<file path="src/common/cpu_isa_pkg.sv">
package cpu_isa_pkg;

    typedef logic [31:0] word_t;     // Data word and byte address
    typedef logic [3:0]  reg_idx_t;  // r0 .. r15
    typedef logic [15:0] imm_t;      // Raw immediate field, inst[23:8]
    typedef logic [23:0] hex_t;      // Six hex digits of the display register

    // Primary opcode in inst[31:26]
    typedef enum logic [5:0] {
        ALUR = 6'b000000,
        BEQ  = 6'b001000,
        BLT  = 6'b001001,
        BLE  = 6'b001010,
        BNE  = 6'b001011,
        JAL  = 6'b001100,
        LW   = 6'b010010,
        SW   = 6'b011010,
        ADDI = 6'b100000,
        ANDI = 6'b100100,
        ORI  = 6'b100101,
        XORI = 6'b100110
    } op1_t;

    // Secondary opcode in inst[25:18], only meaningful for ALUR
    typedef enum logic [7:0] {
        EQ   = 8'b00001000,
        LT   = 8'b00001001,
        LE   = 8'b00001010,
        NE   = 8'b00001011,
        ADD  = 8'b00100000,
        AND  = 8'b00100100,
        OR   = 8'b00100101,
        XOR  = 8'b00100110,
        SUB  = 8'b00101000,
        NAND = 8'b00101100,
        NOR  = 8'b00101101,
        NXOR = 8'b00101110,
        RSHF = 8'b00110000,
        LSHF = 8'b00110001
    } op2_t;

    localparam word_t INST_SIZE = 32'd4;
    localparam word_t START_PC  = 32'h0000_0100;
    localparam word_t ADDR_HEX  = 32'hFFFF_F000;  // Memory-mapped display register
    localparam hex_t  HEX_RESET = 24'hFE_DEAD;

endpackage

</file>
<file path="src/pipeline/register_file.sv">
`timescale 1ns/10ps

module register_file (
    input  logic                  clk,
    input  logic                  reset,
    input  cpu_isa_pkg::reg_idx_t rs_idx,
    input  cpu_isa_pkg::reg_idx_t rt_idx,
    output cpu_isa_pkg::word_t    rs_val,
    output cpu_isa_pkg::word_t    rt_val,
    input  logic                  wb_we,
    input  cpu_isa_pkg::reg_idx_t wb_idx,
    input  cpu_isa_pkg::word_t    wb_val
);

    cpu_isa_pkg::word_t regs [2 ** $bits(cpu_isa_pkg::reg_idx_t)];

    assign rs_val = regs[rs_idx];
    assign rt_val = regs[rt_idx];

    // Falling-edge write, so decode reads the new value later in the same cycle
    always_ff @(negedge clk or posedge reset) begin
        if (reset) begin
            regs <= '{default: '0};
        end else if (wb_we) begin
            regs[wb_idx] <= wb_val;
        end
    end

endmodule

</file>
<file path="config.mk">
export PLATFORM = sky130hd
export DESIGN_NAME = register_file
export DESIGN_NICKNAME = d
export VERILOG_FILES = /design/src/common/cpu_isa_pkg.sv /design/src/pipeline/register_file.sv
export SDC_FILE = /design/constraint.sdc
export NUM_CORES = 1
export LEC_CHECK = 0
export BUFFER_PORTS_ARGS = -buffer_cell sky130_fd_sc_hd__buf_2
export CORE_MARGIN = 4
export CORE_UTILIZATION = 54
export CTS_BUF_LIST = sky130_fd_sc_hd__clkbuf_16
export CTS_CLUSTER_DIAMETER = 120
export DETAILED_ROUTE_END_ITERATION = 8
export GPL_ROUTABILITY_DRIVEN = 0
export GPL_TIMING_DRIVEN = 1
export PLACE_DENSITY = 0.71
export SYNTH_ARGS = -nofsm -noshare
export SYNTH_HDL_FRONTEND = slang
export SYNTH_SLANG_ARGS = --single-unit
</file>
<file path="constraint.sdc">
create_clock -name clk -period 22.5 [get_ports clk]
set_input_delay 3.375 -clock clk [delete_from_list [all_inputs] [get_ports clk]]
set_output_delay 3.375 -clock clk [all_outputs]
set_load 0.03 [all_outputs]
</file>
### Yosys cells after proc, flatten, opt, wreduce, memory -nomap -nowiden

Cells that the tools add are included.

* register bits after elaboration: 512
* bits in latches: 0
* RAM bits: 0
* ROM bits: 0
* output and inout port bits: 64
* memories kept: 0

* $add $sub $neg: 0
* multipliers: 0
* divide/modulo/power cells: 0
* magnitude comparators: 4
* equality and inequality tests: 0
* shift operators: 0
* mux-type cells: 9
* bitwise logic cells: 3
* reductions and logical operators: 1

Operators with widths (count)
* $bwmux W512: 1
* $bmux W32 S4: 2
* $mux W32: 5
* $demux W32 S4: 1
* $ge A5 B5 Y1 const B: 3
* $not A4 Y5: 3
* $lt A5 B1 Y1 const B: 1
* $logic_and A1 B1 Y1: 1

### Logic depth before layout (Yosys ltp)

Gate-level depths: netlist of the first run.

* depth after elaboration: 6
* depth in mapped cells: 5
* mapped depth without buffers: 3

==> impl_results.md, run 1 <==
- Status: finished, final reports clean
- GR peak layer: met2
- Nets: 1752
- GRT met1 Usage: 36.9%
- Static leakage: 12.3 nW
- Post_cts resized: 0
- Synth top area share: 48.4%
- Area Overhead vs Synth: 10.4%
- Cell taking the most area after synthesis: dfrtn_1
- Max-Cap Viols: 0
- Final Hold Viols: 0
- Initial Utilization: 55.0%
- Worst Hold Path EP: regs[468]
- First-pass GRT wire length: 107 mm
- Worst hold path class: flop to flop
- Yosys reg bits: 512
- Die Y: 229 um
- Post-CTS Hold Fix Bufs: 0
- Clock sink count: 512
- Worst R2R Start: regs[380]
- Hold path cells: 1
- Post-DP HPWL: 38.6 mm
- Critical path arrival: 13390 ps
- Core area: 0.0481 sq mm
- # rows: 80
- Syn_nets: 1724
- Ports: 111
- Critical path peak fanout: 3
- CP Cell Sequence: mux4_2 > a22oi_1 > nand2_1 > buf_2
- Largest register FFs: 512
- Kind of end point of the critical path: output pin
- H-tree depth: 2
- Clk_lat worst skew: 580 ps
- Worst vdd ir: 63.9 uV
- Yosys warns: 0
- Setup_tns: 0 ps
- Detailed-route wire length: 70.4 mm
- Total placed cells including tap cells: 2303
- Worst Setup Start Kind: flop
- GR Util All Layers: 26.9%
- Met2 Resource Use GR: 42.1%
- Die Area: 0.0527 sq mm
- Grt total ovfl: 0
- R2R cell count: 1
- Sequential cell area fraction in the yosys report: 48.4%
- TritonCTS buffer count: 56
- Largest reg by FF count: regs
- Vias in the first global route: 17200
- DRT Pass-1 Iters: 5
- GR Layer Usage met3: 7.11%
- Slew Viols, Final: 0
- CTS tree: built
- Setup bufs post-CTS: 0
- Clock Pin Slew Worst Setup and Hold Paths: 40 ps
- Routed Antenna Nets: 0
- Iteration-0 DRC count of the detailed router: 1211
- Clock buffer depth: 3
- Worst Hold Launch: regs[468]
- Setup CP Type: flop to output pin
- Top cells by area, synth: dfrtn_1 48%, mux4_2 22%, mux2_2 21%
- R2r endpoint: regs[380]
- PD cells: 98.2 mW/mm^2
- Ratio of cells with drive above 1 in the final layout: 57.5%
- Rel. slew slack: 6.46%
- Count of different cell masters after synthesis: 20
- Hold Slack: 468 ps
- Pin count of the biggest net entering global routing: 86
- Cells after synthesis: 1677
- Worst Skew: 0 ps
- Crit path required time: 19120 ps
- Vias post-DR: 16200
- Wirelength per Cell: 29.3 um
- # port buffers: 110
- Avg Inst Size Synth: 15.8 sq um
- Slowest cell on crit path: mux4_2
- Worst slew pin tran: 1400 ps
- CP peak stage delay: 490 ps
- Overall power: 2.87 mW
- R2R setup slack: 21680 ps
- Clk root buf: clkbuf_16
- DRC Markers: 0
- Mapped Area: 0.0265 sq mm
- Final Non-Filler Cells: 2404
- Biggest regs: regs: 512 flops
- Vias/cell: 6.75
- Final setup violation count: 0
- RSZ-0062 raised after global routing: false
- Initial antenna violation count: 5
- Chip width: 229 um
power by group:
group          total (mW)  leakage, nW  switching (mW)  internal [mW]
clock network       0.878        0.894           0.382          0.496
registers            1.31         6.28           0.156           1.16
logic               0.680         5.10           0.286          0.394
logic make-up (layout without fill, tap and decap cells):
family / after synthesis / count (layout) / synth area share, %
DFF: 512 / 512 / 48.4
other: 0 / 1 / 0
muxes: 768 / 768 / 43.5
and+or+nand+nor: 96 / 96 / 1.56
AOI/OAI and AO/OA: 128 / 128 / 3.63
buffers and inverters: 173 / 243 / 2.92
layout by cell type (no fill, tap or decap):
cell type   instances
dfrtn_1           512
mux2_2            502
mux4_2            256
a22oi_1           128
buf_2             106
nand2_1            65
clkbuf_16          56
buf_4              32
clkinv_2           13
clkinv_1           12
nor2_4             11
mux2_1             10
inv_1              10
nor2b_4             5
bufinv_16           4
nand2b_2            3
clkinv_8            3
nand3b_1            2
nand2b_1            2
and2_2              2
clkinvlp_4          2
or3_2               2
buf_8               2
buf_6               2
diode_2             1
nor2_1              1
nor3b_2             1
nand2_2             1
nand3_1             1
clkinv_4            1
critical path: cells and delay by family (launching register included):
family	cells	cell delay [ps]
AOI/OAI and AO/OA	1	270
buffers and inverters	1	220
DFF	1	350
muxes	1	490
and+or+nand+nor	1	200
cells in the mapped netlist:
master,count
buf_1,2
nand2b_1,5
buf_2,69
mux4_2,256
clkbuf_1,94
buf_6,3
mux2_2,502
and2_1,2
nand2_1,66
or3_1,2
mux2_1,10
nand3b_1,2
inv_1,1
nand3_1,1
a22oi_1,128
buf_4,4
nor2b_1,5
nor3b_2,1
nor2_1,12
dfrtn_1,512
through the flow:
step / setup WS, ps / utilization (%) / cell area [sq um]
after CTS: 5750 / 60.7 / 29200
after floorplan: 1150 / - / 26500
final: 5730 / 60.7 / 29200
after global routing: 5680 / 60.7 / 29200
after global placement: 5490 / 57.1 / 27500
after detailed placement: 5430 / 57.1 / 27500
metal layers:
metal	vias to the layer above	share of wire, %	routed length, um
met4	8	3.4	2380
met3	166	8.0	5650
met1	8805	41	29000
li1	6612	-	-
met5	-	0.060	42
met2	627	47	33400
final cells by class:
cell class | instances | area [sq um]
fillers | 3563 | 18900
flip-flops and latches | 512 | 12800
multi-input cells | 992 | 13000
repair buffers | 142 | 823
clock inverters | 44 | 333
clock buffers | 56 | 1400
inverters | 1 | 7.51
well taps | 656 | 821
diodes | 1 | 2.50
worst max path at each step:
stage,start,to,slack [ps],depth (start not counted)
CTS,regs[154],rt_val[26],5750,4
finish,regs[154],rt_val[26],5730,4
global route,regs[154],rt_val[26],5680,4
detailed placement,reset,regs[200],5430,4
floorplan,reset,regs[0],1150,1
global placement,reset,regs[203],5490,4
Power figures use the tool's default switching activity.
==> run 2, diff against run 1 <==
PLACE_DENSITY = 0.74   (was 0.71)
clock period = 14.6 ns   (was 22.5 ns; I/O delays follow)
==> run 2 against run 1 <==
Power increased by 53%. Clock power increased by 49%. First-iteration DRC count increased by 18%.
==> impl_results.md, run 2 (synthesis results as in run 1) <==
- Largest reg by FF count: regs (unchanged)
- Post-DP HPWL: 37.1 mm (was 38.6 mm)
- Biggest regs: regs: 512 flops (unchanged)
- Detailed-route wire length: 68.3 mm (was 70.4 mm)
- Most common cell after layout, fill and taps aside: dfrtn_1 (unchanged)
- Top sig layer: met5 (unchanged)
- Die Y: 229 um (unchanged)
- Pin count of the biggest net entering global routing: 197 (was 86)
- Initial antenna violation count: 2 (was 5)
- Initial Utilization: 55.0% (unchanged)
- Clock buffer depth: 3 (unchanged)
- Worst slew pin tran: 1030 ps (was 1400 ps)
- Met3 WL post-DR: 5.29 mm (was 5.65 mm)
- CTS tree: built (unchanged)
- Rel. slew slack: 31.6% (was 6.46%)
- Static leakage: 12.3 nW (about the same)
- Vias/cell: 6.75 (about the same)
- Clock Pin Slew Worst Setup and Hold Paths: 40 ps (about the same)
- FF+latch area: 0.0128 sq mm (unchanged)
- Ratio of cells with drive above 1 in the final layout: 57.2% (was 57.5%)
- Worst Setup Start Kind: flop (unchanged)
- Vias post-DR: 16200 (about the same)
- TritonCTS buffer count: 54 (was 56)
- Setup bufs post-CTS: 0 (unchanged)
- Max-Cap Viols: 0 (unchanged)
- Wirelength per Cell: 28.4 um (was 29.3 um)
- Slew Viols, Final: 0 (unchanged)
- Largest register FFs: 512 (unchanged)
- Final worst slack: 2990 ps (was 5730 ps)
- Worst vdd ir: 85.8 uV (was 63.9 uV)
- Met2 wire len: 32.7 mm (was 33.4 mm)
- Crit path required time: 12410 ps (was 19120 ps)
- Clock sink count: 512 (unchanged)
- Area Overhead vs Synth: 10.3% (was 10.4%)
- H-tree depth: 2 (unchanged)
- Post_cts resized: 0 (unchanged)
- DRT Pass-1 Iters: 5 (unchanged)
- Final setup violation count: 0 (unchanged)
- Worst Skew: 0 ps (unchanged)
- First-pass GRT wire length: 106 mm (was 107 mm)
- Ports: 111 (unchanged)
- Vias in the first global route: 17400 (was 17200)
- Clk_lat worst skew: 580 ps (about the same)
- Status: finished, final reports clean (unchanged)
- Die Area: 0.0527 sq mm (unchanged)
- Post-CTS Hold Fix Bufs: 0 (unchanged)
- Clk root buf: clkbuf_16 (unchanged)
- Setup CP Type: flop to output pin (unchanged)
- Pre-CTS WS: 3010 ps (was 5430 ps)
- RSZ-0062 raised after global routing: false (unchanged)
- Critical path arrival: 9420 ps (was 13390 ps)
- Grt total ovfl: 0 (unchanged)
- Routed Antenna Nets: 0 (unchanged)
- Nets: 1751 (was 1752)
- Kind of end point of the critical path: output pin (unchanged)
- Multi-input logic area: 0.0130 sq mm (unchanged)
- # port buffers: 110 (unchanged)
- DRC Markers: 0 (unchanged)
- GR Util All Layers: 26.1% (was 26.9%)
- Iteration-0 DRC count of the detailed router: 1426 (was 1211)
- Met1 WL: 28.6 mm (was 29.0 mm)
- Chip width: 229 um (unchanged)
- PD cells: 150 mW/mm^2 (was 98.2 mW/mm^2)
- # fillers: 3554 (was 3563)
- Core area: 0.0481 sq mm (unchanged)
- Hold Slack: 462 ps (was 468 ps)
- # rows: 80 (unchanged)
- Final Hold Viols: 0 (unchanged)
- Most frequent cells in the layout: 512 x dfrtn_1, 502 x mux2_2, 256 x mux4_2, 128 x a22oi_1, 106 x buf_2 (unchanged)
- Critical path peak fanout: 3 (unchanged)
- Worst hold path class: flop to flop (unchanged)
-- run 2: changes by cell type in the layout (fill, tap and decap cells not counted), sizes merged --
cell	previous run	this run
inv	10	12
buf	142	141
bufinv	4	3
clkbuf	56	57
clkinvlp	2	3
diode	1	2
-- run 2: layout make-up --
cell class	instances	area share (%)
tap	656	2.81
multi-input combinational	992	44.6
clock buffer	55	4.71
timing repair buffer	143	2.96
antenna	2	0.0171
inverter	1	0.0257
clock inverter	46	1.04
sequential	512	43.8
-- run 2: layer usage --
metal	track usage, %	vias to the layer above
li1	-	6627
met1	36.9	8865
met2	41.5	616
met3	5.85	126
met4	7.38	2
met5	0	-
-- run 2: path summary, 6_finish.rpt --
path                           start         end  slack, ps  cells past startpoint
max                        regs[414]  rt_val[30]       2990                      4
min                        regs[408]   regs[408]        460                      1
min in group asynchronous      reset   regs[412]       9000                      2
max in group asynchronous      reset   regs[117]       4070                      3
max reg2reg                 regs[68]    regs[68]      13770                      1
min reg2reg                regs[408]   regs[408]        460                      1
-- run 2: worst max-delay path: stages, from the launching register on --
cell	delay (ps)
dfrtn_1	350
mux4_2	480
a22oi_1	360
nand2_1	140
buf_2	200
-- run 2: stage by stage --
step | total power, mW | TNS [ps] | util (%) | instance area [sq um] | instances
global route | 4.58 | 0 | 60.7 | 29200 | 2406
floorplan | 2.81 | -826740 | - | 26500 | 1677
global placement | 3.02 | 0 | 57.2 | 27500 | 2304
CTS | 4.40 | 0 | 60.7 | 29200 | 2405
finish | 4.38 | 0 | 60.7 | 29200 | 2407
detailed placement | 3.09 | 0 | 57.2 | 27500 | 2304
-- run 2: report_power, final --
group	switching (mW)	internal [mW]	leakage [nW]
logic	0.441	0.608	5.12
clock network	0.575	0.735	0.869
registers	0.241	1.78	6.28
total	1.26	3.13	12.3
==> run 3, diff against run 2 <==
clock period = 10.4 ns   (was 14.6 ns; I/O delays follow)
==> run 3 against run 2 <==
Highest routed layer unchanged. Sequential power grew 40%. Largest power group unchanged. Hold slack gained 4.0 ps. Flip-flop and latch count is the same. Setup slack lost 1400 ps. Critical path depth is the same.
==> impl_results.md, run 3 (synthesis results as in run 1) <==
- Status: finished, final reports clean (unchanged)
- Largest register FFs: 512 (unchanged)
- # port buffers: 110 (unchanged)
- DRT Pass-1 Iters: 5 (unchanged)
- Worst Setup Start Kind: flop (unchanged)
- TritonCTS buffer count: 54 (unchanged)
- Iteration-0 DRC count of the detailed router: 1506 (was 1426)
- Chip width: 229 um (unchanged)
- PD cells: 208 mW/mm^2 (was 150 mW/mm^2)
- Static leakage: 12.2 nW (was 12.3 nW)
- Final worst slack: 1570 ps (was 2990 ps)
- Worst slew pin tran: 1330 ps (was 1030 ps)
- CTS tree: built (unchanged)
- CP Cell Sequence: mux4_2 > a22oi_1 > nand2_1 > buf_2 (unchanged)
- Clk_lat worst skew: 580 ps (about the same)
- Vias post-DR: 16400 (was 16200)
- Pin count of the biggest net entering global routing: 105 (was 197)
- Crit path required time: 8840 ps (was 12410 ps)
- Total placed cells including tap cells: 2308 (was 2304)
- Setup CP Type: flop to output pin (unchanged)
- Clock Pin Slew Worst Setup and Hold Paths: 40 ps (about the same)
- # rows: 80 (unchanged)
- Worst vdd ir: 150 uV (was 85.8 uV)
- H-tree depth: 2 (unchanged)
- Post-DP HPWL: 38.2 mm (was 37.1 mm)
- Nets: 1755 (was 1751)
- Initial antenna violation count: 4 (was 2)
- Most common cell after layout, fill and taps aside: dfrtn_1 (unchanged)
- Worst hold path class: flop to flop (unchanged)
- DRC Markers: 0 (unchanged)
- Routed Antenna Nets: 0 (unchanged)
- Setup bufs post-CTS: 0 (unchanged)
- Detailed-route wire length: 69.1 mm (was 68.3 mm)
- Final setup violation count: 0 (unchanged)
- Max-Cap Viols: 0 (unchanged)
- Die Area: 0.0527 sq mm (unchanged)
- Post_cts resized: 0 (unchanged)
- Most frequent cells in the layout: 512 x dfrtn_1, 502 x mux2_2, 256 x mux4_2, 128 x a22oi_1, 106 x buf_2 (unchanged)
- RSZ-0062 raised after global routing: false (unchanged)
- Critical path arrival: 7270 ps (was 9420 ps)
- CP peak stage delay: 470 ps (was 480 ps)
- Vias/cell: 6.82 (was 6.75)
- Pre-CTS WS: 1460 ps (was 3010 ps)
- Grt total ovfl: 0 (unchanged)
- Worst Skew: 0 ps (unchanged)
- Final Hold Viols: 0 (unchanged)
- Clock sink count: 512 (unchanged)
- Vias in the first global route: 17600 (was 17400)
- Overall power: 6.09 mW (was 4.38 mW)
- First-pass GRT wire length: 107 mm (was 106 mm)
- Biggest regs: regs: 512 flops (unchanged)
- Setup_tns: 0 ps (unchanged)
- Slowest cell on crit path: mux4_2 (unchanged)
- Largest reg by FF count: regs (unchanged)
- Final Non-Filler Cells: 2401 (was 2407)
- Kind of end point of the critical path: output pin (unchanged)
- Critical path peak fanout: 3 (unchanged)
- # fillers: 3564 (was 3554)
- Die Y: 229 um (unchanged)
- Slew Viols, Final: 0 (unchanged)
- GR Util All Layers: 26.5% (was 26.1%)
- Post-CTS Hold Fix Bufs: 0 (unchanged)
- Area Overhead vs Synth: 10.2% (was 10.3%)
- Clk root buf: clkbuf_16 (unchanged)
- Initial Utilization: 55.0% (unchanged)
- Ratio of cells with drive above 1 in the final layout: 57.3% (was 57.2%)
- Rel. slew slack: 11.0% (was 31.6%)
- Wirelength per Cell: 28.8 um (was 28.4 um)
- Clock buffer depth: 3 (unchanged)
- Core area: 0.0481 sq mm (unchanged)
- Ports: 111 (unchanged)
[run 3: cell count changes in the layout (fill, tap and decap cells not counted), sizes merged]
cell and delta:
bufinv -2, buf +4, clkinv -7, diode -1
[run 3: cell type report]
cell class	count	area, sq um	share of cell area [%]
flip-flops and latches	512	12800	43.9
clock buffers	55	1380	4.71
inverters	1	7.51	0.0257
well taps	656	821	2.81
diodes	1	2.50	0.00857
multi-input cells	992	13000	44.7
repair buffers	147	933	3.20
clock inverters	37	204	0.699
[run 3: metrics by stage]
stage | hold slack [ps] | util [%] | area [sq um]
4_1_cts | 466 | 60.6 | 29200
2_1_floorplan | 431 | - | 26500
3_3_place_gp | 442 | 57.4 | 27600
6_report | 466 | 60.6 | 29200
3_5_place_dp | 464 | 57.4 | 27600
5_1_grt | 483 | 60.6 | 29200
[run 3: final timing paths]
path                            slack [ps]       from         to  cells past startpoint
worst max-delay path                  1570  regs[129]  rs_val[1]                      4
worst min-delay path                   470  regs[470]  regs[470]                      1
worst max register to register        9570  regs[119]  regs[119]                      1
worst min register to register         470  regs[470]  regs[470]                      1
max in group asynchronous             2990      reset  regs[437]                      3
min in group asynchronous             6260      reset  regs[317]                      2
[run 3: critical path, delay by kind of cell (launching register included)]
| kind | cells | cell delay (ps) |
|---|---|---|
| multiplexers | 1 | 470 |
| flip-flops | 1 | 350 |
| AO/OA/AOI/OAI | 1 | 250 |
| buffers and inverters | 1 | 220 |
| AND/OR/NAND/NOR | 1 | 190 |
[run 3: power by group]
part           total (mW)  switching, mW  internal, mW
sequential           2.84          0.337          2.50
combinational        1.48          0.628         0.856
clock                1.76          0.785         0.975
total                6.09           1.75          4.34
[run 3: metal layers]
metal / global-route usage [%] / wire length (um) / vias up / share of wire, %
met3: 4.80 / 5100 / 135 / 7.4
met1: 37.6 / 28600 / 8927 / 41
met2: 42.6 / 33700 / 667 / 49
li1: - / - / 6638 / -
met5: 0 / 34 / - / 0.049
met4: 7.72 / 1600 / 6 / 2.3
