### src/common/cpu_isa_pkg.sv
package cpu_isa_pkg;

    typedef logic [31:0] word_t;     // Data word and byte address
    typedef logic [3:0]  reg_idx_t;  // r0 .. r15
    typedef logic [15:0] imm_t;      // Raw immediate field, inst[23:8]
    typedef logic [23:0] hex_t;      // Six hex digits of the display register

    // Primary opcode in inst[31:26]
    typedef enum logic [5:0] {
        ALUR = 6'b000000,
        BEQ  = 6'b001000,
        BLT  = 6'b001001,
        BLE  = 6'b001010,
        BNE  = 6'b001011,
        JAL  = 6'b001100,
        LW   = 6'b010010,
        SW   = 6'b011010,
        ADDI = 6'b100000,
        ANDI = 6'b100100,
        ORI  = 6'b100101,
        XORI = 6'b100110
    } op1_t;

    // Secondary opcode in inst[25:18], only meaningful for ALUR
    typedef enum logic [7:0] {
        EQ   = 8'b00001000,
        LT   = 8'b00001001,
        LE   = 8'b00001010,
        NE   = 8'b00001011,
        ADD  = 8'b00100000,
        AND  = 8'b00100100,
        OR   = 8'b00100101,
        XOR  = 8'b00100110,
        SUB  = 8'b00101000,
        NAND = 8'b00101100,
        NOR  = 8'b00101101,
        NXOR = 8'b00101110,
        RSHF = 8'b00110000,
        LSHF = 8'b00110001
    } op2_t;

    localparam word_t INST_SIZE = 32'd4;
    localparam word_t START_PC  = 32'h0000_0100;
    localparam word_t ADDR_HEX  = 32'hFFFF_F000;  // Memory-mapped display register
    localparam hex_t  HEX_RESET = 24'hFE_DEAD;

endpackage

### src/common/cpu_pipe_pkg.sv
package cpu_pipe_pkg;

    // Second ALU operand
    typedef enum logic [1:0] {
        RT     = 2'd0,  // Register value
        IMM    = 2'd1,  // Sign-extended immediate
        IMM_X4 = 2'd2   // Immediate as a word offset
    } alu_src_t;

    // Register writeback source
    typedef enum logic [1:0] {
        PC  = 2'd0,  // Return address for JAL
        MEM = 2'd1,
        ALU = 2'd2
    } wb_src_t;

    localparam int IMEM_WORDS = 16384;
    localparam int DMEM_WORDS = 16384;

    typedef logic [$clog2(IMEM_WORDS)-1:0] imem_idx_t;
    typedef logic [$clog2(DMEM_WORDS)-1:0] dmem_idx_t;

endpackage

### src/pipeline/decode_stage.sv
`timescale 1ns/10ps

module decode_stage (
    input  logic                   clk,
    input  logic                   reset,
    input  cpu_isa_pkg::word_t     inst,
    input  cpu_isa_pkg::word_t     pc_next,
    input  logic                   mispredict,
    input  cpu_isa_pkg::word_t     rs_val,
    input  cpu_isa_pkg::word_t     rt_val,
    output cpu_isa_pkg::reg_idx_t  rs_idx,
    output cpu_isa_pkg::reg_idx_t  rt_idx,
    input  cpu_isa_pkg::reg_idx_t  dst_ex,
    input  cpu_isa_pkg::reg_idx_t  dst_mem,
    input  logic                   we_ex,
    input  logic                   we_mem,
    output logic                   stall,
    output cpu_isa_pkg::op1_t      op1,
    output cpu_isa_pkg::op2_t      op2,
    output cpu_pipe_pkg::alu_src_t alu_src,
    output cpu_pipe_pkg::wb_src_t  wb_src,
    output logic                   reg_we,
    output logic                   mem_we,
    output cpu_isa_pkg::reg_idx_t  dst,
    output cpu_isa_pkg::word_t     rs_q,
    output cpu_isa_pkg::word_t     rt_q,
    output cpu_isa_pkg::word_t     imm_q,
    output cpu_isa_pkg::word_t     pc_q
);

    cpu_isa_pkg::op1_t      op1_w;
    cpu_isa_pkg::reg_idx_t  rd_idx;
    cpu_isa_pkg::imm_t      imm_w;
    cpu_pipe_pkg::alu_src_t alu_src_w;
    cpu_pipe_pkg::wb_src_t  wb_src_w;
    logic                   reg_we_w;
    logic                   mem_we_w;
    logic                   rd_dst;   // ALUR writes rd, the rest write rt
    logic                   uses_rt;
    logic                   bubble;

    assign op1_w  = cpu_isa_pkg::op1_t'(inst[31:26]);
    assign imm_w  = inst[23:8];
    assign rd_idx = inst[11:8];
    assign rs_idx = inst[7:4];
    assign rt_idx = inst[3:0];

    always_comb begin
        alu_src_w = cpu_pipe_pkg::RT;
        wb_src_w  = cpu_pipe_pkg::ALU;
        reg_we_w  = 1'b0;
        mem_we_w  = 1'b0;
        rd_dst    = 1'b0;
        uses_rt   = 1'b0;
        case (op1_w)
            cpu_isa_pkg::ALUR: begin
                reg_we_w = 1'b1;
                rd_dst   = 1'b1;
                uses_rt  = 1'b1;
            end
            cpu_isa_pkg::BEQ, cpu_isa_pkg::BLT, cpu_isa_pkg::BLE, cpu_isa_pkg::BNE: begin
                uses_rt = 1'b1;
            end
            cpu_isa_pkg::JAL: begin
                alu_src_w = cpu_pipe_pkg::IMM_X4;  // Jump offset rides on the ALU operand
                wb_src_w  = cpu_pipe_pkg::PC;
                reg_we_w  = 1'b1;
            end
            cpu_isa_pkg::LW: begin
                alu_src_w = cpu_pipe_pkg::IMM;
                wb_src_w  = cpu_pipe_pkg::MEM;
                reg_we_w  = 1'b1;
            end
            cpu_isa_pkg::SW: begin
                alu_src_w = cpu_pipe_pkg::IMM;
                mem_we_w  = 1'b1;
                uses_rt   = 1'b1;  // Store data
            end
            cpu_isa_pkg::ADDI, cpu_isa_pkg::ANDI, cpu_isa_pkg::ORI, cpu_isa_pkg::XORI: begin
                alu_src_w = cpu_pipe_pkg::IMM;
                reg_we_w  = 1'b1;
            end
            default: ;  // Unknown opcode passes down as a bubble
        endcase
    end

    // Source register still owed a write by an older instruction
    function automatic logic pending(input cpu_isa_pkg::reg_idx_t idx);
        return (idx != '0) && ((reg_we && dst == idx) ||
                               (we_ex && dst_ex == idx) ||
                               (we_mem && dst_mem == idx));
    endfunction

    always_comb begin
        stall = pending(rs_idx) || (uses_rt && pending(rt_idx));
    end

    assign bubble = stall || mispredict;

    always_ff @(posedge clk or posedge reset) begin
        if (reset) begin
            op1    <= cpu_isa_pkg::ALUR;
            reg_we <= 1'b0;
            mem_we <= 1'b0;
        end else begin
            op1    <= bubble ? cpu_isa_pkg::ALUR : op1_w;  // ALUR never branches
            reg_we <= reg_we_w && !bubble;
            mem_we <= mem_we_w && !bubble;
        end
    end

    always_ff @(posedge clk) begin
        op2     <= cpu_isa_pkg::op2_t'(inst[25:18]);
        alu_src <= alu_src_w;
        wb_src  <= wb_src_w;
        dst     <= rd_dst ? rd_idx : rt_idx;
        rs_q    <= rs_val;
        rt_q    <= rt_val;
        imm_q   <= {{($bits(cpu_isa_pkg::word_t) - $bits(imm_w)){imm_w[15]}}, imm_w};
        pc_q    <= pc_next;
    end

endmodule

### config.mk
export PLATFORM = sky130hd
export DESIGN_NAME = decode_stage
export DESIGN_NICKNAME = d
export VERILOG_FILES = /design/src/common/cpu_isa_pkg.sv /design/src/common/cpu_pipe_pkg.sv /design/src/pipeline/decode_stage.sv
export SDC_FILE = /design/constraint.sdc
export NUM_CORES = 1
export LEC_CHECK = 0
export BUFFER_PORTS_ARGS = -buffer_cell sky130_fd_sc_hd__buf_2
export CAP_MARGIN = 40
export CORE_MARGIN = 4
export CORE_UTILIZATION = 25
export CTS_BUF_LIST = sky130_fd_sc_hd__clkbuf_8
export DETAILED_ROUTE_END_ITERATION = 10
export GPL_TIMING_DRIVEN = 0
export MAX_ROUTING_LAYER = met4
export PLACE_DENSITY_LB_ADDON = 0.25
export SETUP_SLACK_MARGIN = 0.2
export SKIP_CTS_REPAIR_TIMING = 1
export SYNTH_ARGS = -nofsm -noshare
export SYNTH_HDL_FRONTEND = slang
export SYNTH_SLANG_ARGS = --single-unit
### constraint.sdc
create_clock -name clk -period 2.5 [get_ports clk]
set_input_delay 0.5 -clock clk [delete_from_list [all_inputs] [get_ports clk]]
set_output_delay 0.5 -clock clk [all_outputs]
set_load 0.005 [all_outputs]
# ---- Word-level counts from Yosys, hierarchy flattened
# Index checks and enable logic that the tools add are counted.
# Widths: inputs -> output; s select.
dict set report totals {
  register_bits 136
  in_bits 141
}
dict set report classes {
  n_eq_ne 17
  mux 8
  n_reduce_logical 24
}
# cell n
set op_table {}
lappend op_table {{$eq 6x4->1 const B} 5}
lappend op_table {{$eq 4x4->1} 6}
lappend op_table {{$eq 6x6->1 const B} 4}
lappend op_table {{$eq 6x5->1 const B} 2}
lappend op_table {{$reduce_or 6->1} 2}
lappend op_table {{$logic_and 1x1->1} 11}
lappend op_table {{$pmux 2 s2} 2}
lappend op_table {{$reduce_bool 4->1} 2}
lappend op_table {{$reduce_or 7->1} 1}
lappend op_table {{$logic_not 6->1} 1}
lappend op_table {{$logic_or 1x1->1} 6}
lappend op_table {{$mux 6} 1}
lappend op_table {{$mux 1} 4}
lappend op_table {{$mux 4} 1}
lappend op_table {{$logic_not 1->1} 1}

# ---- Longest topological paths before layout
# Gate-level depths: netlist of run 1.
dict set report logic_depth {
  word_depth 10
  mapped_depth 6
  mapped_depth_nobuf 5
}

# ---- Worst setup path before layout of run 1
# No wires, ideal clock.
dict set report synth_path {
  path_type {input to output}
  startpoint {input port inst[4]}
  endpoint {output port stall}
  arrival_time_ns 1.637
  required_time_ns 2.000
  path_slack_ns 0.363
  stages 6
  cell_sequence {buf_2 nor3_2 nor3_1 a21o_1 a211o_4 or2_1}
}
dict set report synth_via {
  elab_chain_len 6
}
# item line
set synth_lines {}
lappend synth_lines {{start, declared} decode_stage.sv:6} ;# input cpu_isa_pkg::word_t inst,
lappend synth_lines {{$eq 4x4->1 (on tied branches)} {decode_stage.sv:89, decode_stage.sv:90}}
lappend synth_lines {{$logic_and 1x1->1 (on tied branches)} {decode_stage.sv:89, decode_stage.sv:90}}
lappend synth_lines {{$logic_or 1x1->1} decode_stage.sv:89} ;# return (idx != '0) && ((reg_we && dst == idx) ||
lappend synth_lines {{$logic_or 1x1->1} decode_stage.sv:90} ;# (we_ex && dst_ex == idx) ||
lappend synth_lines {{$logic_and 1x1->1 *} decode_stage.sv:89}
lappend synth_lines {{$logic_or 1x1->1 *} decode_stage.sv:95} ;# stall = pending(rs_idx) || (uses_rt && pending(rt_idx));
lappend synth_lines {{end, declared} decode_stage.sv:17} ;# output logic stall,
# Every way passes the cells marked *; elsewhere a longest branch is shown, timed or not.

# ---- Worst setup path after layout of run 1
# Same ends and word-level chain as after synthesis.

==> results of run 1 <==
==> state kept, by name, indices dropped and copies added, names as in the netlist, 2 cells and up <==
| signal | cells |
|---|---|
| pc_q | 32 |
| wb_src | 2 |
| imm_q | 15 |
| dst | 4 |
| op1 | 6 |
| alu_src | 2 |
| op2 | 3 |
| rt_q | 32 |
| rs_q | 32 |
==> metal layers <==
metal	wire length (um)	part of all wire [%]	vias up	track usage, %
met3	1200	11	14	5.98
met5	0	0	-	-
li1	-	-	1434	-
met2	5040	48	184	19.9
met4	178	1.7	0	4.86
met1	4030	39	1298	13.9
==> cell families after synthesis <==
family / synth area share, %
DFF: 74.9
muxes: 1.28
xor gates and xnor gates: 4.47
and+or+nand+nor: 7.69
AOI/OAI and AO/OA: 3.76
buffers and inverters: 7.66
adders and majority gates: 0.284
==> per-stage QoR <==
step / cells / utilization, % / hold slack (ns) / instance area, um2
6_report: 763 / 41.0 / 0.0171 / 5690
5_1_grt: 763 / 41.0 / 0.00736 / 5690
4_1_cts: 759 / 40.5 / -0.0201 / 5620
3_5_place_dp: 727 / 37.8 / 0.465 / 5250
3_3_place_gp: 727 / 37.8 / 0.442 / 5250
2_1_floorplan: 249 / - / 0.316 / 3530
==> cells in the final DEF (no fill, tap or decap), types with 4 or more instances in the layout <==
cell / instances
clkbuf_8: 20
nand2_1: 9
mux2_2: 4
dfxtp_1: 118
inv_1: 6
buf_4: 34
xor2_1: 8
nor3_1: 7
xnor2_1: 9
inv_6: 5
buf_2: 301
nor2_1: 6
dfrtp_1: 8
==> power groups by stage <==
stage          registers (uW)  clock network (uW)  logic (uW)
5_1_grt                  2230                1780         445
2_1_floorplan            2280                   0         108
3_5_place_dp             2260                   0         403
3_3_place_gp             2260                   0         399
4_1_cts                  2220                1690         403
6_report                 2220                1630         405
==> worst max-delay path, stage by stage <==
cell and delay (ns):
buf_2 0.15, nor3_2 0.19, nor3_1 0.06, a21o_1 0.16
a211o_4 0.35, or2_1 0.22, buf_2 0.12
==> cell type report <==
| type | instances | area [um2] | share of cell area [%] |
|---|---|---|---|
| clock buffers | 20 | 275 | 4.84 |
| flip-flops and latches | 130 | 2650 | 46.6 |
| repair buffers | 302 | 1520 | 26.8 |
| plain buffers | 33 | 240 | 4.22 |
| well taps | 180 | 225 | 3.96 |
| multi-input cells | 78 | 646 | 11.4 |
| inverters | 8 | 30.0 | 0.528 |
| clock inverters | 12 | 96.3 | 1.69 |
==> worst min path at each step <==
stage,from,end,slack [ns]
after floorplan,reset,mem_we,0.32
after global placement,reset,mem_we,0.44
after detailed placement,reset,mem_we,0.46
after CTS,reset,op1[2],-0.02
after global routing,reset,op1[4],0.007
final,reset,op1[2],0.02
==> out/results.txt, run 1 <==
outcome -> finished clean
worst setup path endpoint -> stall
First-pass DRT Iterations -> 4
warning count from the yosys run -> 0
Top-Level Pins -> 302
post-detailed-route wirelength per cell -> 13.7 um
net count of the mapped netlist -> 390
wire length of the first global-routing pass -> 15.2 mm
initial antenna violation count -> 0
Yosys top cell area share -> 69.2%
net switching fraction of the power -> 24.6%
floorplan die area -> 16100 um2
final worst-path cycle share -> 90.4%
share of flip-flops with an asynchronous set or reset after synthesis -> 6.15%
number of enable-type register cells in the synthesized netlist -> 0
antenna viol nets, final -> 0
pwr/cell area -> 747 nW/um2
launch instance of the worst register-to-register path -> dst[3]
cts bufs inserted -> 17
final number of hold-violating endpoints -> 0
Initial DRC Count -> 77
gate count after technology mapping -> 249
maximum number of pins on one net before global-route repair -> 19
number of buffers on the longest clock path -> 2
Setup-failing EPs final -> 0
Row Count -> 43
Pins Over Slew Limit -> 0
maximum clock skew at final layout -> 0.00741 ns
net count reported at finish -> 711
total of max-cap violations -> 0
cell taking the most area after synthesis -> dfxtp_1
total core area -> 13900 um2
DR vias -> 2930
crit path from -> inst[4]
chip width -> 127 um
Peak supply drop -> 546 uV
sequential share of the synthesized area -> 74.9%
register-to-register path setup slack -> 0.93 ns
synth top area cells -> dfxtp_1 69%, buf_4 6.4%, dfrtp_1 5.7%, xnor2_1 2.2%, xor2_1 2.2%
number of different library cells in the post-synthesis netlist -> 36
arrival time of data at the critical path endpoint -> 1.76 ns
type of element launching the critical path -> input port
fraction of final layout cells sized beyond drive strength 1 -> 66.7%
relative slew slack -> 65.3%
via count of the first global-routing pass -> 3030
unrepaired setup endpoints after global routing -> true
net switching component of the power -> 1050 uW
part of the total power dissipated in the clock network -> 38.3%
CTS tree -> built
routed via count divided by cell count -> 3.84
total DRC errors in the routed layout -> 0
final RePlAce weighted congestion -> 0.821
worst slack at placement -> 0.171 ns
mean instance size in the synthesized netlist -> 14.2 um2
die height -> 127 um
combined area of all synthesized cells -> 3530 um2
share of total power in combinational logic -> 9.5%
overall power -> 4250 uW
filler cell count -> 1338
H-Tree Level Count -> 4
initial core utilization -> 25.4%
fraction of power consumed by sequential logic -> 52.2%
element type at the critical path end -> output port
library cell used as clock root buffer -> clkbuf_8
min setup slack post-route -> 0.241 ns
static leakage -> 0.00292 uW
clock-pin slew reported for the worst setup and hold paths after clock tree synthesis -> 0.08 ns
HPWL reported at the end of detailed placement -> 8.57 mm
f_max -> 443 MHz
synth cell count leaders -> 122 x dfxtp_1, 30 x buf_4, 9 x nand2_1, 9 x xnor2_1, 9 x xor2_1
Period minus WS final -> 2.26 ns
overall global routing resource usage -> 12.6%
most frequently used cell type in the post-synthesis netlist -> dfxtp_1
largest driver fanout on the critical path -> 5
depth of the worst register-to-register path -> 5
slew of the pin with the lowest slew margin -> 0.519 ns
internal power consumption -> 3200 uW
setup total negative slack -> 0 ns
number of clock sinks -> 130
required time of the worst setup path -> 2.00 ns
critical path start-end classification -> in2out
clk_lat worst skew -> 0.42 ns
Final Routed Wirelength -> 10.5 mm
top flip-flop cell by instance count after synthesis -> dfxtp_1
Tightest Hold Check Type -> in2async
Port Buffers -> 298
Critical R2R Capture -> reg_we
number of synthesized register bits -> 130
remaining global-route overflow -> 0
Diodes inserted -> 0
signed area change from the synthesized netlist to the final layout -> 61.1%
No activity file was read; power rests on OpenSTA's default activity.
==> inputs of run 2 (changes only) <==
--- a/config.mk
+++ b/config.mk
@@ -5,8 +5,10 @@
 export SDC_FILE = /design/constraint.sdc
 export NUM_CORES = 1
 export LEC_CHECK = 0
+export ABC_AREA = 1
 export BUFFER_PORTS_ARGS = -buffer_cell sky130_fd_sc_hd__buf_2
 export CAP_MARGIN = 40
+export CORE_ASPECT_RATIO = 0.8
 export CORE_MARGIN = 4
 export CORE_UTILIZATION = 25
 export CTS_BUF_LIST = sky130_fd_sc_hd__clkbuf_8
==> run 2 against run 1 <==
The run now ends with negative hold slack left. Routed wire length rose by 8.1%. Non-clock buffer count shrank 4. Worst hold slack lost 0.023 ns. Area after synthesis fell by 0.32%. First-iteration DRC count grew 52%. Total power rose by 3.4%. Cell count increased by 7.6%. Clock skew increased by 0.0030 ns. Register-to-register slack better by 0.31 ns. Sequential cell count is the same. Critical path depth rose by 4. Critical path type unchanged. Largest cell class unchanged.
==> out/results.txt, run 2 <==
outcome -> finished with violations (was finished clean)
violated checks -> negative hold slack
registers with the most flip-flops -> pc_q (32), rs_q (32), rt_q (32) (unchanged)
routing layer with the top usage in global route -> met2 (unchanged)
Port Buffers -> 301 (was 298)
fraction of final layout cells sized beyond drive strength 1 -> 57.3% (was 66.7%)
wire length of the first global-routing pass -> 16.8 mm (was 15.2 mm)
largest driver fanout on the critical path -> 10 (was 5)
number of buffers on the longest clock path -> 2 (unchanged)
met1 usage -> 15.8% (was 13.9%)
GR Layer Usage met3 -> 5.39% (was 5.98%)
Yosys top cell area share -> 69.4% (was 69.2%)
net count of the mapped netlist -> 448 (was 390)
First-pass DRT Iterations -> 4 (unchanged)
number of clock sinks -> 130 (unchanged)
required time of the worst setup path -> 2.00 ns (about the same)
share of flip-flops with an asynchronous set or reset after synthesis -> 6.15% (unchanged)
internal power consumption -> 3330 uW (was 3200 uW)
Row Count -> 38 (was 43)
static leakage -> 0.00311 uW (was 0.00292 uW)
cts bufs inserted -> 17 (unchanged)
most common cell after layout, fill and taps aside -> buf_2 (unchanged)
final cell area excluding filler cells -> 5660 um2 (was 5690 um2)
via count of the first global-routing pass -> 3171 (was 3030)
H-Tree Level Count -> 4 (unchanged)
net switching component of the power -> 1060 uW (was 1050 uW)
initial antenna violation count -> 1 (was 0)
sequential share of the synthesized area -> 75.1% (was 74.9%)
relative slew slack -> 66.0% (was 65.3%)
floorplan die area -> 16000 um2 (was 16100 um2)
gate count after technology mapping -> 307 (was 249)
pwr/cell area -> 776 nW/um2 (was 747 nW/um2)
final number of hold-violating endpoints -> 2 (was 0)
final worst-path cycle share -> 84.1% (was 90.4%)
top flip-flop cell by instance count after synthesis -> dfxtp_1 (unchanged)
part of the total power dissipated in the clock network -> 40.4% (was 38.3%)
critical path start-end classification -> in2out (unchanged)
maximum clock skew at final layout -> 0.0104 ns (was 0.00741 ns)
routed via count divided by cell count -> 3.82 (was 3.84)
type of element launching the critical path -> input port (unchanged)
f_max -> 475 MHz (was 443 MHz)
number of different library cells in the post-synthesis netlist -> 18 (was 36)
slew of the pin with the lowest slew margin -> 0.509 ns (was 0.519 ns)
number of synthesized register bits -> 130 (unchanged)
launch instance of the worst register-to-register path -> dst[1] (was dst[3])
total of max-cap violations -> 0 (unchanged)
Period minus WS final -> 2.10 ns (was 2.26 ns)
warning count from the yosys run -> 0 (unchanged)
combined area of all synthesized cells -> 3520 um2 (was 3530 um2)
arrival time of data at the critical path endpoint -> 1.60 ns (was 1.76 ns)
number of enable-type register cells in the synthesized netlist -> 0 (unchanged)
HPWL reported at the end of detailed placement -> 9.56 mm (was 8.57 mm)
synth top area cells -> dfxtp_1 69%, buf_4 6.4%, dfrtp_1 5.7%, nand2_1 5.0%, nor2_1 3.8% (was dfxtp_1 69%, buf_4 6.4%, dfrtp_1 5.7%, xnor2_1 2.2%, xor2_1 2.2%)
remaining global-route overflow -> 0 (unchanged)
setup total negative slack -> 0 ns (unchanged)
Peak supply drop -> 480 uV (was 546 uV)
share of total power in combinational logic -> 9.2% (was 9.5%)
chip width -> 141 um (was 127 um)
standard cell area after detailed placement -> 5250 um2 (about the same)
element type at the critical path end -> output port (unchanged)
maximum number of pins on one net before global-route repair -> 19 (unchanged)
signed area change from the synthesized netlist to the final layout -> 60.8% (was 61.1%)
net switching fraction of the power -> 24.1% (was 24.6%)
net count reported at finish -> 768 (was 711)
area of the multi-input gates -> 557 um2 (was 646 um2)
final RePlAce weighted congestion -> 0.972 (was 0.821)
overall global routing resource usage -> 14.5% (was 12.6%)
crit path from -> inst[28] (was inst[4])
initial core utilization -> 25.7% (was 25.4%)
clk_lat worst skew -> 0.43 ns (was 0.42 ns)
fraction of power consumed by sequential logic -> 50.4% (was 52.2%)
Setup-failing EPs final -> 0 (unchanged)
die height -> 114 um (was 127 um)
synth cell count leaders -> 122 x dfxtp_1, 47 x nand2_1, 36 x nor2_1 (was 122 x dfxtp_1, 30 x buf_4, 9 x nand2_1, 9 x xnor2_1, 9 x xor2_1)
Tightest Hold Check Type -> in2async (unchanged)
total core area -> 13700 um2 (was 13900 um2)
post-detailed-route wirelength per cell -> 13.8 um (was 13.7 um)
library cell used as clock root buffer -> clkbuf_8 (unchanged)
most frequently used cell type in the post-synthesis netlist -> dfxtp_1 (unchanged)
core utilization of the finished layout -> 41.3% (was 41.0%)
mean instance size in the synthesized netlist -> 11.5 um2 (was 14.2 um2)
DR vias -> 3135 (was 2930)
antenna viol nets, final -> 0 (unchanged)
fraction of met2 tracks used by global routing -> 23.8% (was 19.9%)
worst hold-check slack -> -0.00607 ns (was 0.0171 ns)
most frequent cells in the layout -> 301 x buf_2, 121 x dfxtp_1, 47 x nand2_1, 36 x nor2_1, 30 x buf_4 (was 301 x buf_2, 118 x dfxtp_1, 34 x buf_4, 20 x clkbuf_8)
Initial DRC Count -> 117 (was 77)
cell taking the most area after synthesis -> dfxtp_1 (unchanged)
Pins Over Slew Limit -> 0 (unchanged)
total DRC errors in the routed layout -> 0 (unchanged)
CTS tree -> built (unchanged)
Top-Level Pins -> 302 (unchanged)
combined flip-flop and latch cell area -> 2640 um2 (was 2650 um2)
unrepaired setup endpoints after global routing -> false (was true)
filler cell count -> 1362 (was 1338)
Final Routed Wirelength -> 11.3 mm (was 10.5 mm)
clock-pin slew reported for the worst setup and hold paths after clock tree synthesis -> 0.08 ns (about the same)
==> run 2: logic make-up (layout without fill, tap and decap cells) <==
kind of cell | Yosys count | after routing | share of synthesized area, %
other | 0 | 1 | 0
flip-flops | 130 | 130 | 75.1
AO/OA/AOI/OAI | 11 | 11 | 1.56
buffers and inverters | 55 | 388 | 9.07
XOR/XNOR | 6 | 6 | 1.49
AND/OR/NAND/NOR | 105 | 105 | 12.8
==> run 2: power by group through the flow <==
stage | Clock (uW) | Sequential (uW) | Combinational, uW
global route | 1920 | 2230 | 447
finish | 1770 | 2210 | 403
CTS | 1830 | 2220 | 411
global placement | 0 | 2260 | 407
floorplan | 0 | 2280 | 108
detailed placement | 0 | 2260 | 411
==> run 2: per-layer routing <==
| metal | routed length [um] | part of all wire [%] |
|---|---|---|
| met1 | 4390 | 39 |
| met2 | 5710 | 51 |
| met3 | 1010 | 9.0 |
| met4 | 184 | 1.6 |
| met5 | 0 | 0 |
==> run 2: path summary, 6_finish.rpt <==
| path | endpoint | slack [ns] | depth (start not counted) |
|---|---|---|---|
| min in group clk | pc_q[5] | 0.16 | 1 |
| min | reg_we | -0.006 | 2 |
| max | stall | 0.40 | 11 |
| max in group asynchronous | op1[5] | 2.27 | 2 |
| min reg2reg | reg_we | 0.97 | 6 |
| max reg2reg | op1[5] | 1.24 | 9 |
==> run 2: area by class of cell <==
cell class	instances	share of cell area, %
tap	180	3.98
sequential	130	46.7
inverter	25	1.66
buffer	30	3.98
clock buffer	18	4.38
antenna	1	0.0442
timing repair buffer	301	26.6
clock inverter	14	2.74
multi-input combinational	122	9.84
==> run 2: stage by stage <==
stage                     cells  setup slack, ns  power, uW
final                       821            0.397       4390
after global routing        821            0.210       4600
after CTS                   820            0.340       4450
after detailed placement    788            0.399       2670
after global placement      788            0.429       2670
after floorplan             307            0.780       2390
==> run 2: critical path: stages <==
cell and delay [ns]:
buf_2 0.11, inv_1 0.10, nand2_1 0.10, nor2_2 0.18
nand2_4 0.12, nand3_1 0.11, nand2_1 0.05, inv_1 0.06
nand2_2 0.07, nand2_1 0.08, buf_2 0.11
